`src/common/dcache_pkg.sv`:
```
package dcache_pkg;

  //////////////////////////////
  // data widths
  //////////////////////////////

  typedef logic [127:0] line_t;  // one cache line
  typedef logic [63:0]  dword_t; // cpu data word

  localparam int LINE_BYTES = 16;
  localparam int BYTE_OFF_W = 4; // log2 of LINE_BYTES

  //////////////////////////////
  // store size
  //////////////////////////////

  typedef logic [1:0] store_src_t;

  localparam store_src_t STORE_B = 2'd0; // byte
  localparam store_src_t STORE_H = 2'd1; // halfword
  localparam store_src_t STORE_W = 2'd2; // word
  localparam store_src_t STORE_D = 2'd3; // doubleword

  //////////////////////////////
  // controller bundle
  //////////////////////////////

  // driven by the fsm, fanned out to the arrays and the dram model
  typedef struct packed {
    logic cache_wren;  // write the data array at the current index
    logic fill_sel;    // set when the line comes from dram
    logic set_valid;
    logic set_dirty;
    logic replace_tag;
    logic mem_wren;    // write-back request
    logic mem_rden;    // line fetch request
    logic tag_sel;     // set when the dram address uses the old tag
  } dcache_ctrl_t;

endpackage

```
`src/dcache/dcache_fsm.sv`:
```
`timescale 1ns/1ns

module dcache_fsm (
  input  logic                     i_riscv_dcache_clk,
  input  logic                     i_arst_n,
  input  logic                     i_cpu_wren,
  input  logic                     i_cpu_rden,
  input  logic                     i_hit,
  input  logic                     i_dirty,
  input  logic                     i_mem_ready,
  output dcache_pkg::dcache_ctrl_t o_ctrl,
  output logic                     o_stall
);

  typedef enum logic [1:0] {
    LOOKUP,
    WRITE_BACK,
    ALLOCATE,
    REFILL
  } state_t;

  state_t state_q;
  state_t state_d;
  logic   req;

  assign req = i_cpu_wren || i_cpu_rden;

  //////////////////////////////
  // state register
  //////////////////////////////

  always_ff @(posedge i_riscv_dcache_clk or negedge i_arst_n) begin
    if (!i_arst_n) begin
      state_q <= LOOKUP;
    end else begin
      state_q <= state_d;
    end
  end

  //////////////////////////////
  // next state and outputs
  //////////////////////////////

  always_comb begin
    state_d = state_q;
    o_ctrl  = '0;

    case (state_q)
      LOOKUP: begin
        if (req) begin
          if (i_hit) begin
            if (i_cpu_wren) begin       // store and mark dirty on a write hit
              o_ctrl.cache_wren = 1'b1;
              o_ctrl.set_dirty  = 1'b1;
            end
          end else if (i_dirty) begin
            state_d = WRITE_BACK;       // evict the old line first
          end else begin
            state_d = ALLOCATE;
          end
        end
      end

      WRITE_BACK: begin
        o_ctrl.mem_wren = 1'b1;
        o_ctrl.tag_sel  = 1'b1;         // address of the line being evicted
        if (i_mem_ready) begin
          state_d = ALLOCATE;
        end
      end

      ALLOCATE: begin
        o_ctrl.mem_rden = 1'b1;
        if (i_mem_ready) begin
          state_d = REFILL;
        end
      end

      REFILL: begin
        // dram data is registered by now
        o_ctrl.cache_wren  = 1'b1;
        o_ctrl.fill_sel    = 1'b1;
        o_ctrl.replace_tag = 1'b1;
        o_ctrl.set_valid   = 1'b1;
        state_d            = LOOKUP;
      end

      default: begin
        state_d = LOOKUP;
      end
    endcase
  end

  // only a lookup hit lets the request through
  assign o_stall = req && !(state_q == LOOKUP && i_hit);

  a_one_mem_req : assert property (
    @(posedge i_riscv_dcache_clk) disable iff (!i_arst_n)
    !(o_ctrl.mem_wren && o_ctrl.mem_rden)
  );

endmodule

```
`config.mk`:
```
export PLATFORM = sky130hd
export DESIGN_NAME = dcache_fsm
export DESIGN_NICKNAME = d
export VERILOG_FILES = /design/src/common/dcache_pkg.sv /design/src/dcache/dcache_fsm.sv
export SDC_FILE = /design/constraint.sdc
export NUM_CORES = 1
export LEC_CHECK = 0
export BUFFER_PORTS_ARGS = -buffer_cell sky130_fd_sc_hd__buf_2
export CAP_MARGIN = 10
export CORE_AREA = 5 5 42 44
export CTS_BUF_LIST = sky130_fd_sc_hd__clkbuf_2
export DETAILED_ROUTE_END_ITERATION = 12
export DIE_AREA = 0 0 47 49
export HOLD_SLACK_MARGIN = 0.06
export SLEW_MARGIN = 5
export SYNTH_ARGS = -nofsm -noshare
export SYNTH_HDL_FRONTEND = slang
export SYNTH_SLANG_ARGS = --single-unit
```
`constraint.sdc`:
```
create_clock -name i_riscv_dcache_clk -period 1.24 [get_ports i_riscv_dcache_clk]
set_input_delay 0.124 -clock i_riscv_dcache_clk [delete_from_list [all_inputs] [get_ports i_riscv_dcache_clk]]
set_output_delay 0.124 -clock i_riscv_dcache_clk [all_outputs]
set_load 0.005 [all_outputs]
```
==> run metrics, run 1 <==
status finished, violations left; failing checks setup timing; Cell Area, Placed 342 sq um; setup ws final -109 ps; row count 14; Pleak about 0.25 nW; Setup crit start kind flop; Final Net Count 65; Top Ports 16; Antenna Cells 0; Pwr Total between 1 and 1.5 mW; Finished Cell Area roughly 480 sq um; ranking of synthesized cells by area ha_1 27%, dfrtp_1 22%, mux2i_1 13%; Mean Syn Cell Area approximately 9 sq um; storage element area ~50 sq um; initial DRC count 1; Initial Util 0.165; grt met3 use 0.0258; share of cells above drive strength 1 0.765; f_max about 740 MHz; Slew Viols, Final 0; Buffers on Ports 15; r2r endpoint state_q[0]; DR vias/cell slightly below 4; met2 Track Usage GR 0.0995; source of the worst register-to-register timing path state_q[1]; Core ar. about 1400 sq um; Setup Skew roughly 3.6 ps; Yosys cell types 12; Worst EP required ~1100 ps; non-filler cells, final between 60 and 70; number of flip-flops in the largest register 2; Mapped Cells 25; post-synthesis xor/xnor area fraction 0; type of the worst setup path flop to primary output; Post-Place Cells 58; mux contribution to synthesized area 0.130; remaining antenna violation count after routing 0; Post-Synth Adder-Cell Area 0.270; max-cap viol count 0; Final setup viols 8; Crit Path Max Fanout 3; Routed WL approximately 690 microns; Die Wd ~47 microns; DP HPWL ~510 microns; DRT Pass-1 Iters 2; worst-margin pin slew approximately 250 ps; Avg WL per Cell just over 10 microns; Sum Neg Setup Slack -498 ps; die area about 2300 sq um; die height 49 microns; H-tree levels 1; most common cell after layout, fill and taps aside buf_2; M1 GR Usage 0.0591; Seq/Total Area, Yosys 0.216; GR peak layer met2; RSZ-0062 raised after global routing true; FF+latch count, synth 2; area leader, netlist ha_1; Overall Global Routing Usage 0.0633; post-synth net total 37; Most flops, register state_q; clock transition at the registers of the reported paths 30 ps; Synth top area share 0.270; slew margin rel. 0.833; Root Buffer clkbuf_2; # clock sinks 2; Fillers 150; crit end category primary output; CTS tree built; first-pass GRT wire length about 1000 microns; Syn Std Cell Area 231 sq um; initial antenna violation count 0; vias in the first global route about 280; # DRC 0; Synth Area in Compound Gates 0.141; synthesis-to-finish area growth 107%; simple-gate share of the synthesized area 0.114; Ys Warns 0; largest family of logic cells by synthesized area adder cells; Cell Pwr Density 2490 nW/um^2; grt ovf 0; worst reg2reg path depth 5; most frequent cells in the layout 14 x buf_2, 10 x buf_4; multi-input logic area ~220 sq um; top flop regs state_q x2; Worst Hold Class primary input to async pin; Final period util 1.09; r2r setup slk -80 ps; vias around 260; Worst-Skew Late Latency 190 ps; hold slack final 252 ps; pin count of the biggest net entering global routing 5; Min Clock Period, post-route 1350 ps; Num CTS Buffers 3; Arrival @ worst endpoint approximately 1200 ps; Final Hold Vio Count 0; Max clock buf depth 2; gpl congestion 0.591; Max IR drop VDD around 730 uV
-- cell type report --
cell class | count | area share
Clock buffer | 3 | 0.0313
Tap cell | 16 | 0.0418
Multi-Input combinational cell | 18 | 0.460
Inverter | 2 | 0.0157
Timing Repair Buffer | 26 | 0.347
Sequential cell | 2 | 0.104
-- power breakdown --
group / total (mW) / internal (mW) / switching (mW)
Sequential: 0.129 / 0.103 / 0.0267
Combinational: 0.969 / 0.553 / 0.416
Clock: 0.0975 / 0.0640 / 0.0335
Total: 1.20 / 0.720 / 0.476
-- per-layer routing --
metal  vias up  part of all wire
met1       120              0.32
met4         0                 0
met3         0             0.098
met2        10              0.58
li1        133                 -
met5         -                 0
-- cell families after synthesis --
kind of cell,count (synthesis)
buffers and inverters,5
DFF,2
muxes,3
adders and majority gates,5
AOI/OAI and AO/OA,4
and+or+nand+nor,6
-- what timing repair did --
action,CTS,global route
endpoints found under the hold margin,2,0
endpoints found under the setup margin,6,11
buffers inserted,3,2
pin swaps,3,2
hold buffers,1,0
resized for setup,8,8
-- metrics by stage --
step,utilization,setup WS [ps]
2_1_floorplan,-,12.9
3_3_place_gp,0.244,-22.1
3_5_place_dp,0.244,-109
4_1_cts,0.297,-139
5_1_grt,0.342,-195
6_report,0.342,-109
-- worst max-delay path by stage --
stage / start / end / slack, ps / cells after the start
after floorplan: state_q[0] / state_q[0] / 10 / 5
after global placement: state_q[0] / state_q[1] / -20 / 5
after detailed placement: state_q[0] / state_q[0] / -110 / 5
after CTS: state_q[1] / o_ctrl[7] / -140 / 6
after global routing: state_q[1] / o_ctrl[7] / -190 / 6
final: state_q[1] / o_ctrl[7] / -110 / 6
-- critical path: stages (launching register included) --
cell and delay (ps):
dfrtp_1 390, inv_2 110, ha_4 140, and3_4 170, nor2_1 40, nor2_1 80, buf_2 110
-- cell usage after synthesis --
cell type  count
ha_1           5
nor2_1         4
buf_4          3
mux2i_1        3
dfrtp_1        2
inv_1          2
a21oi_1        1
a2bb2oi_2      1
and3_2         1
nand2_1        1
o21ai_0        1
o21bai_1       1
Note: power is estimated with default switching activity, not from simulation.
==> run 2, diff against run 1 <==
clock period = 1.3 ns   (was 1.24 ns; I/O delays follow)
==> run metrics, run 2 (synthesis gave the netlist of run 1 again) <==
status finished, violations left; failing checks setup timing; r2r setup slk -20 ps; Crit Path Max Fanout 3; DR vias/cell roughly 3.9; pin count of the biggest net entering global routing 5; P_int between 700 and 800 uW; max-cap viol count 0; slew margin rel. 0.812; initial antenna violation count 0; H-tree levels 1; Sw Share 0.398; Antenna Cells 0; Root Buffer clkbuf_2; gpl congestion 0.615; source of the worst register-to-register timing path state_q[1]; share of cells above drive strength 1 0.769; Arrival @ worst endpoint about 1200 ps; top flop regs state_q x2; crit end category primary output; Setup Skew roughly 5.7 ps; Avg WL per Cell 11.3 microns; DRT Pass-1 Iters 1; clock transition at the registers of the reported paths ~40 ps; Slew Viols, Final 0; synthesis-to-finish area growth 108%; Pleak around 0.25 nW; DP HPWL 498 microns; Most flops, register state_q; RSZ-0062 raised after global routing true; Routed WL ~770 microns; # DRC 0; Core ar. ~1400 sq um; die height about 50 microns; grt ovf 0; Final period util 1.04; Final Net Count 66; number of flip-flops in the largest register 2; Overall Global Routing Usage 0.0761; vias ~270; f_max about 740 MHz; Setup crit start kind flop; worst-margin pin slew between 200 and 300 ps; Min Clock Period, post-route about 1400 ps; type of the worst setup path flop to primary output; Final Hold Vio Count 0; clock group share of total power 0.086; vias in the first global route approximately 280; combinational power share 0.810; remaining antenna violation count after routing 0; Sum Neg Setup Slack -113 ps; Max clock buf depth 2; initial DRC count 0; Final setup viols 4; first-pass GRT wire length between 1000 and 1500 microns; setup ws final -53.2 ps; worst reg2reg path depth 5; r2r endpoint state_q[1]; Worst-Skew Late Latency 200 ps; most frequent cells in the layout 15 x buf_2, 11 x buf_4, 3 x mux2i_1, 3 x ha_4, 3 x clkbuf_2; # clock sinks 2; row count 14; Worst EP required about 1200 ps; Top Ports 16; die area about 2300 sq um; Buffers on Ports 15; CTS tree built; Die Wd approximately 47 microns; NetSw roughly 470 uW; Cell Pwr Density 2460 nW/um^2; Num CTS Buffers 3; Initial Util 0.165; Max IR drop VDD 708 uV; Seq pwr share 0.104; most common cell after layout, fill and taps aside buf_2; Post-Place Worst Slack -19.2 ps; Fillers approximately 160; Worst Hold Class primary input to async pin
## run 2: layout make-up
cell class	instances	area [sq um]	area share
multi-input cells	18	220	0.458
inverters	2	7.51	0.0156
well taps	16	20.0	0.0417
clock buffers	3	15.0	0.0312
flip-flops and latches	2	50.0	0.104
repair buffers	27	168	0.349
## run 2: power groups by stage
| stage | registers, mW | clock network, mW | logic, mW |
|---|---|---|---|
| finish | 0.122 | 0.102 | 0.956 |
| global route | 0.125 | 0.116 | 1.04 |
| CTS | 0.122 | 0.111 | 0.879 |
| detailed placement | 0.124 | 0 | 0.572 |
| global placement | 0.122 | 0 | 0.552 |
| floorplan | 0.118 | 0 | 0.380 |
## run 2: how the worst max path moves through the flow
stage                     from         end  slack (ps)  cells past startpoint
global route        state_q[0]   o_ctrl[7]        -130                      6
finish              state_q[0]   o_ctrl[7]         -50                      6
global placement    state_q[0]  state_q[1]          30                      5
floorplan           state_q[0]  state_q[0]          70                      5
CTS                 state_q[0]   o_ctrl[7]         -60                      6
detailed placement  state_q[0]  state_q[1]         -20                      5
## run 2: timing repair
item,in CTS,in global routing
gates resized for setup,12,3
setup buffers,6,2
pin swaps,4,3
hold buffers,1,0
endpoints found under the setup margin,4,5
hold endpoints to repair,2,0
## run 2: critical path, stage by stage (launching register included)
cell and delay (ps):
dfrtp_1 390, inv_2 100, ha_4 140, and3_4 170
nor2_2 30, nor2_1 90, buf_2 110
## run 2: through the flow
stage | std cells | hold WS (ps) | util | cell area (sq um) | total power, mW
3_5_place_dp | 56 | -84.3 | 0.233 | 327 | 0.696
2_1_floorplan | 25 | -166 | - | 231 | 0.498
5_1_grt | 68 | 257 | 0.343 | 480 | 1.28
6_report | 68 | 247 | 0.343 | 480 | 1.18
4_1_cts | 66 | 238 | 0.321 | 450 | 1.11
3_3_place_gp | 56 | -85.1 | 0.233 | 327 | 0.674
## run 2: metal layers
layer	up-vias	global-route usage	routed length, microns
li1	134	-	-
met1	122	0.0571	239
met2	10	0.129	449
met3	0	0.0258	79
met4	0	0.0829	0
met5	-	0	0
