--- config.mk ---
export PLATFORM = sky130hd
export DESIGN_NAME = dcache_tag_array
export DESIGN_NICKNAME = d
export VERILOG_FILES = /design/src/common/dcache_pkg.sv /design/src/dcache/dcache_tag_array.sv
export SDC_FILE = /design/constraint.sdc
export NUM_CORES = 1
export LEC_CHECK = 0
export BUFFER_PORTS_ARGS = -buffer_cell sky130_fd_sc_hd__buf_2
export CORE_UTILIZATION = 51
export DETAILED_ROUTE_END_ITERATION = 6
export PLACE_DENSITY_LB_ADDON = 0.12
export SLEW_MARGIN = 20
export SYNTH_ARGS = -nofsm -noshare
export SYNTH_HDL_FRONTEND = slang
export SYNTH_SLANG_ARGS = --single-unit
--- constraint.sdc ---
create_clock -name i_riscv_dcache_clk -period 2.55 [get_ports i_riscv_dcache_clk]
set_input_delay 0.6375 -clock i_riscv_dcache_clk [delete_from_list [all_inputs] [get_ports i_riscv_dcache_clk]]
set_output_delay 0.6375 -clock i_riscv_dcache_clk [all_outputs]
set_load 0.01 [all_outputs]
--- src/common/dcache_pkg.sv ---
package dcache_pkg;

  //////////////////////////////
  // data widths
  //////////////////////////////

  typedef logic [127:0] line_t;  // one cache line
  typedef logic [63:0]  dword_t; // cpu data word

  localparam int LINE_BYTES = 16;
  localparam int BYTE_OFF_W = 4; // log2 of LINE_BYTES

  //////////////////////////////
  // store size
  //////////////////////////////

  typedef logic [1:0] store_src_t;

  localparam store_src_t STORE_B = 2'd0; // byte
  localparam store_src_t STORE_H = 2'd1; // halfword
  localparam store_src_t STORE_W = 2'd2; // word
  localparam store_src_t STORE_D = 2'd3; // doubleword

  //////////////////////////////
  // controller bundle
  //////////////////////////////

  // driven by the fsm, fanned out to the arrays and the dram model
  typedef struct packed {
    logic cache_wren;  // write the data array at the current index
    logic fill_sel;    // set when the line comes from dram
    logic set_valid;
    logic set_dirty;
    logic replace_tag;
    logic mem_wren;    // write-back request
    logic mem_rden;    // line fetch request
    logic tag_sel;     // set when the dram address uses the old tag
  } dcache_ctrl_t;

endpackage

--- src/dcache/dcache_tag_array.sv ---
`timescale 1ns/1ns

module dcache_tag_array #(
  parameter int CACHE_DEPTH = 4,
  parameter int INDEX_W     = 2,
  parameter int TAG_W       = 4
) (
  input  logic                     i_riscv_dcache_clk,
  input  logic                     i_arst_n,
  input  logic [INDEX_W-1:0]       i_index,
  input  logic [TAG_W-1:0]         i_tag,
  input  dcache_pkg::dcache_ctrl_t i_ctrl,
  output logic                     o_hit,
  output logic                     o_dirty,
  output logic [TAG_W-1:0]         o_tag_old
);

  logic [TAG_W-1:0]       tag_q [CACHE_DEPTH];
  logic [CACHE_DEPTH-1:0] valid_q;
  logic [CACHE_DEPTH-1:0] dirty_q;

  //////////////////////////////
  // storage
  //////////////////////////////

  always_ff @(posedge i_riscv_dcache_clk) begin
    if (i_ctrl.replace_tag) begin
      tag_q[i_index] <= i_tag;
    end
  end

  always_ff @(posedge i_riscv_dcache_clk or negedge i_arst_n) begin
    if (!i_arst_n) begin
      valid_q <= '0;
      dirty_q <= '0;
    end else begin
      if (i_ctrl.set_valid) begin
        valid_q[i_index] <= 1'b1;
      end
      if (i_ctrl.replace_tag) begin
        dirty_q[i_index] <= 1'b0; // fresh line from dram is clean
      end else if (i_ctrl.set_dirty) begin
        dirty_q[i_index] <= 1'b1;
      end
    end
  end

  //////////////////////////////
  // lookup
  //////////////////////////////

  assign o_tag_old = tag_q[i_index];
  assign o_hit     = valid_q[i_index] && (tag_q[i_index] == i_tag);
  assign o_dirty   = valid_q[i_index] && dirty_q[i_index]; // only a valid line needs write-back

  // the fsm only marks a line dirty after it has hit on it
  a_dirty_on_valid : assert property (
    @(posedge i_riscv_dcache_clk) disable iff (!i_arst_n)
    i_ctrl.set_dirty |-> valid_q[i_index]
  );

endmodule

==> results.md, run 1 <==
* Maximum clock frequency at 408 MHz
* Clk Latency, worst-skew pair at 0.30 ns
* N_diodes at 0
* Initial Utilization at 56.2%
* Area Growth Syn to Fin at 17.3%
* Post-synthesis cell area at 1010 um^2
* Post-route DRC at 0
* Iteration-0 DRC Markers at 35
* Number of synthesized flops with an enable pin at 16
* First-pass GRT wire length at 2.66 mm
* Slew headroom at 81.5%
* Worst path required time at 1.91 ns
* Total power at 0.810 mW
* Crit path cell chain: buf_6 > buf_12 > mux4_2 > xor2_1 > nor3_2 > buf_2
* Clock Power Share at 33.1%
* Avg Cell Area, Syn at 17.5 um^2
* Power per Cell Area at 682 nW/um^2
* Fin crit share at 96.2%
* Synth Warn # at 0
* GRT Overall Usage at 18.3%
* Final slew viol count at 0
* Synthesized flop and latch total at 24
* Slowest stage cell, crit path: mux4_2
* FP Rows at 15
* Maximum buffer depth of the clock tree at 2
* TritonCTS Buffers at 3
* Lkg Pwr at 0.449 nW
* Sum Neg Setup Slack at 0 ns
* Synth cell count leaders: 16 x edfxtp_1, 8 x dfrtp_1, 5 x nor2_1, 4 x and2_1, 4 x mux4_1
* Die W at 46.6 um
* Synth async-reset ratio at 33.3%
* CP bufs+invs at 3
* Vias per inst at 5.56
* Internal Power at 0.645 mW
* GPL Wtd Cong at 0.762
* CTS root buffer: clkbuf_4
* Combinational power share at 11.7%
* RSZ-0062 raised after global routing: no
* Chip height at 46.6 um
* Crit Path Category: input port to output port
* DRT antenna net count at 0
* Num ports at 22
* Grt total ovfl at 0
* Initial antenna violation count at 0
* Setup Skew at 0 ns
* Largest net degree at the start of global routing at 15
* HPWL Detailed at 1.14 mm
* Fin worst setup slack at 0.0961 ns
* Post-synthesis cell count at 58
* Total number of vias at 573
* Number of global-route vias before repair at 568
* WL/cell at 15.6 um
* # setup viols final at 0
* Synth cell types at 19
* Largest area contributor in the netlist: edfxtp_1
* Sw power at 0.165 mW
* 1st-pass router iterations at 4
* CP Max Fanout at 4
* CTS tree: yes
* Htree depth at 1
* Final Critical Period at 2.45 ns
* CORE AREA at 1800 um^2
* Switch share at 20.4%
* Synth Net Count at 74
* Count of input and output buffers at 16
* Ranking of synthesized cells by area: edfxtp_1 47%, dfrtp_1 20%, mux4_1 10%, mux4_2 4.4%, and2_1 2.5%
* Total Wirelength at 1.61 mm
* CTS hold repair buffers at 0
* CP Data Arrival Time at 1.82 ns
* Peak VDD IR at 0.000461 V
* Sink Count at 24
* Max-Cap Viols at 0
* Seq/Total Area, Yosys at 67.2%
* Most frequent cell after synthesis: edfxtp_1
* Ratio of cells with drive above 1 in the final layout at 35.9%
* Fin area at 1190 um^2
* Critical path's top delay family: multiplexers
* CP max stage delay at 0.50 ns
* Dpl cell area at 1140 um^2
* # nets final at 95
* Post CTS Setup Buffer Count at 0
* Clk slew on worst S/H paths at 0.13 ns
* Worst-margin pin slew at 0.277 ns
* Status: completed
* Die area at 2170 um^2
* Crit end category: output port
* Sequential Power Share at 55.2%
* Hold Fails Final Rpt at 0
* Share of the synthesized area in the top cell type at 47.5%
* Place WS at -0.0279 ns
* Top FF cell, synth: edfxtp_1
* HP Class: input port to asynchronous set/reset pin
* Nature of the critical path startpoint: input port
-- logic make-up after synthesis --
kind of cell    after synthesis  share of synthesized area, %
compound gates                8                          5.19
mux                           6                          14.8
simple gates                 14                          7.79
buf+inv                       2                          1.48
flops                        24                          67.2
xor+xnor                      4                          3.46
-- cell type report --
class	instances	area [um^2]
timing repair buffer	18	114
fill	133	614
clock inverter	1	30.0
multi-input combinational	32	309
clock buffer	3	22.5
tap	25	31.3
sequential	24	681
-- worst paths after layout --
| check | start | to | slack [ns] | cells past startpoint |
|---|---|---|---|---|
| min reg2reg | valid_q[0] | valid_q[0] | 0.47 | 1 |
| min | i_arst_n | asynchronous set/reset pin | 0.14 | 1 |
| max reg2reg | register | register | 1.83 | 2 |
| max | i_index[0] | o_hit | 0.1 | 6 |
| min in group i_riscv_dcache_clk | valid_q[0] | valid_q[0] | 0.47 | 1 |
| max in group asynchronous | i_arst_n | asynchronous set/reset pin | 2.24 | 1 |
-- routing by layer --
| layer | global-route usage (%) | part of all wire [%] | vias up |
|---|---|---|---|
| met5 | 0 | 0 | - |
| met4 | 7.06 | 1.1 | 0 |
| met3 | 2.35 | 5.7 | 2 |
| met2 | 27.8 | 47 | 24 |
| met1 | 26.8 | 46 | 282 |
| li1 | - | - | 265 |
-- through the flow --
stage / cells / utilization [%] / hold WS (ns)
floorplan: 58 / - / 0.342
global placement: 99 / 63.1 / 0.437
detailed placement: 99 / 63.1 / 0.439
CTS: 103 / 65.7 / 0.143
global route: 103 / 65.9 / 0.145
finish: 103 / 65.9 / 0.144
-- power groups by stage --
stage / clock network [mW] / registers, mW / logic (mW)
final: 0.268 / 0.447 / 0.0949
after global routing: 0.285 / 0.449 / 0.105
after CTS: 0.272 / 0.447 / 0.0956
after detailed placement: 0 / 0.455 / 0.0938
after global placement: 0 / 0.455 / 0.0928
after floorplan: 0 / 0.453 / 0.0566
-- worst register-to-register path, cell delays in order (launching register included) --
cell     delay, ns
dfrtp_1       0.40
a21oi_1       0.14
nor2_1        0.07
-- timing repair --
| item | CTS | global route |
|---|---|---|
| endpoints found under the setup margin | 1 | 1 |
| gates resized for setup | 3 | 1 |
| hold endpoints to repair | 0 | 0 |
-- cell usage in the layout (no fill, tap or decap), types with 3 or more instances in the layout --
cell type,count
edfxtp_1,16
buf_2,15
dfrtp_1,8
nor2_1,5
mux4_2,4
and2_1,4
a21o_1,3
a21oi_1,3
clkbuf_4,3
No activity file was read; power rests on OpenSTA's default activity.
==> run 2: changes to the inputs <==
CORE_UTILIZATION = 55   (was 51)
clock period = 2.9 ns   (was 2.55 ns; I/O delays follow)
==> run 2 against run 1 <==
Net effect: first-iteration DRC count is 69% lower; hold slack gained 0.094 ns; critical path depth did not move; power shrank 24%; utilization grew 0.26 points; setup slack gained 0.066 ns; register-to-register slack better by 0.35 ns; sequential power is 12% lower; highest routed layer unchanged; combinational power fell by 17%; cell area down 3.8%; final cell count shrank 0.97%; die area is 7.0% lower.
==> results.md, run 2 (same netlist as run 1, synthesis figures left out) <==
* Worst path required time at 2.17 ns (+0.26 ns)
* WL/cell at 16.8 um (+7.6%)
* Final Critical Period at 2.74 ns
* Final Non-Filler Cells at 102 (-0.97%)
* DRT antenna net count at 0 (unchanged)
* Final slew viol count at 0 (unchanged)
* Iteration-0 DRC Markers at 11 (-69%)
* Slowest stage cell, crit path: mux4_1
* CP Data Arrival Time at 2.01 ns (+0.19 ns)
* Peak VDD IR at 0.000342 V (-26%)
* Post CTS Setup Buffer Count at 0 (unchanged)
* Sum Neg Setup Slack at 0 ns (unchanged)
* Crit Path Category: input port to output port
* Placed Instances at 98 (-1.0%)
* RSZ-0062 raised after global routing: no
* Largest net degree at the start of global routing at 14 (-1)
* Nature of the critical path startpoint: input port
* Hold Fails Final Rpt at 0 (unchanged)
* CTS root buffer: clkbuf_4
* Worst path most repeated cell: buf_2
* Maximum buffer depth of the clock tree at 2 (unchanged)
* Vias per inst at 5.67 (+1.9%)
* Routed length on met2 at 853 um (+13%)
* Crit path cell chain: buf_2 > mux4_1 > xnor2_1 > nand3_1 > nor3_2 > buf_2
* Area Growth Syn to Fin at 12.9%
* 1st-pass router iterations at 4 (unchanged)
* Grt total ovfl at 0 (unchanged)
* Clk Latency, worst-skew pair at 0.30 ns (about the same)
* Fin area at 1140 um^2 (-3.8%)
* Initial Utilization at 58.6% (+2.4 points)
* Wire length on met1 at 750 um (+1.4%)
* Commonest cells after routing, fill and taps aside: 16 x buf_2, 16 x edfxtp_1, 8 x dfrtp_1
* Lkg Pwr at 0.433 nW (-3.6%)
* Chip height at 44.9 um (-3.5%)
* HPWL Detailed at 1.23 mm (+7.7%)
* Met3 wire length at 80 um (-12%)
* Highest Signal Layer: met4
* Status: completed
* Slew headroom at 79.5% (-2.0 points)
* Ratio of cells with drive above 1 in the final layout at 31.2% (-4.7 points)
* Die W at 44.9 um (-3.5%)
* Power per Cell Area at 541 nW/um^2 (-21%)
* N_diodes at 0 (unchanged)
* Crit end category: output port
* HP Class: input port to asynchronous set/reset pin
* Count of input and output buffers at 16 (unchanged)
* FP Rows at 15 (unchanged)
* Total power at 0.618 mW (-24%)
* Fin crit share at 94.4%
* CTS hold repair buffers at 0 (unchanged)
* CP max stage delay at 0.60 ns (+0.10 ns)
* GPL Wtd Cong at 0.697 (-8.6%)
* Total number of vias at 578 (+0.87%)
* GRT Overall Usage at 19.6% (+1.4 points)
* Setup Skew at 0 ns (unchanged)
* Initial antenna violation count at 0 (unchanged)
* Clk slew on worst S/H paths at 0.12 ns (about the same)
* CP Max Fanout at 5 (+1)
* # setup viols final at 0 (unchanged)
* Post_cts resized at 0 (-3)
* # nets final at 94 (-1.1%)
* Htree depth at 1 (unchanged)
* First-pass GRT wire length at 2.65 mm (-0.26%)
* Max-Cap Viols at 0 (unchanged)
* CTS tree: yes
* TritonCTS Buffers at 3 (unchanged)
* Total Wirelength at 1.71 mm (+6.5%)
* Die area at 2020 um^2 (-7.0%)
* Sink Count at 24 (unchanged)
* Post-route DRC at 0 (unchanged)
* Worst-margin pin slew at 0.307 ns (+0.0294 ns)
* Dpl cell area at 1120 um^2 (-1.8%)
* Number of global-route vias before repair at 566 (-0.35%)
* Maximum clock frequency at 365 MHz
* CORE AREA at 1730 um^2 (-4.2%)
* Filler cells at 137 (+3.0%)
* Num ports at 22 (unchanged)
## run 2: cell count changes in the layout (fill, tap and decap cells not counted)
cell	before	now
buf_12	1	0
clkbuf_1	0	1
mux4_1	2	4
bufinv_16	1	0
buf_2	15	16
mux4_2	4	2
buf_6	1	0
## run 2: layout make-up
class	count	area [um^2]	area share [%]
sequential	24	681	59.6
timing repair buffer	17	87.6	7.67
tap	25	31.3	2.74
clock buffer	4	26.3	2.30
multi-input combinational	32	317	27.7
## run 2: worst paths after layout
kind                             startpoint                    endpoint  slack (ns)  cells past startpoint
min reg2reg                      valid_q[1]                  valid_q[1]        0.47                      1
max in group asynchronous          i_arst_n  asynchronous set/reset pin        2.49                      1
min                                i_arst_n                  valid_q[0]        0.24                      1
min in group i_riscv_dcache_clk  valid_q[1]                  valid_q[1]        0.47                      1
max                              i_index[0]                       o_hit        0.16                      6
max reg2reg                        register                    register        2.18                      2
## run 2: where the power goes
part | internal (mW) | switching (mW)
clock | 0.0535 | 0.0911
combinational | 0.0371 | 0.0421
sequential | 0.387 | 0.00763
total | 0.477 | 0.141
## run 2: metrics by stage
stage	setup WS, ns	hold WS [ns]	util [%]
3_3_place_gp	0.147	0.436	64.6
4_1_cts	0.128	0.238	66.2
5_1_grt	0.0778	0.237	66.2
6_report	0.162	0.238	66.2
2_1_floorplan	0.378	0.420	-
3_5_place_dp	0.128	0.444	64.6
## run 2: routing by layer
layer  track usage, %  vias up
met5                0        -
met1             25.6      283
li1                 -      265
met3             2.80        4
met4             10.9        0
met2             32.1       26
## run 2: critical path: cells and delay by family
family	cells	cell delay, ns
xor+xnor	1	0.17
buf+inv	2	0.31
mux	1	0.60
simple gates	2	0.21
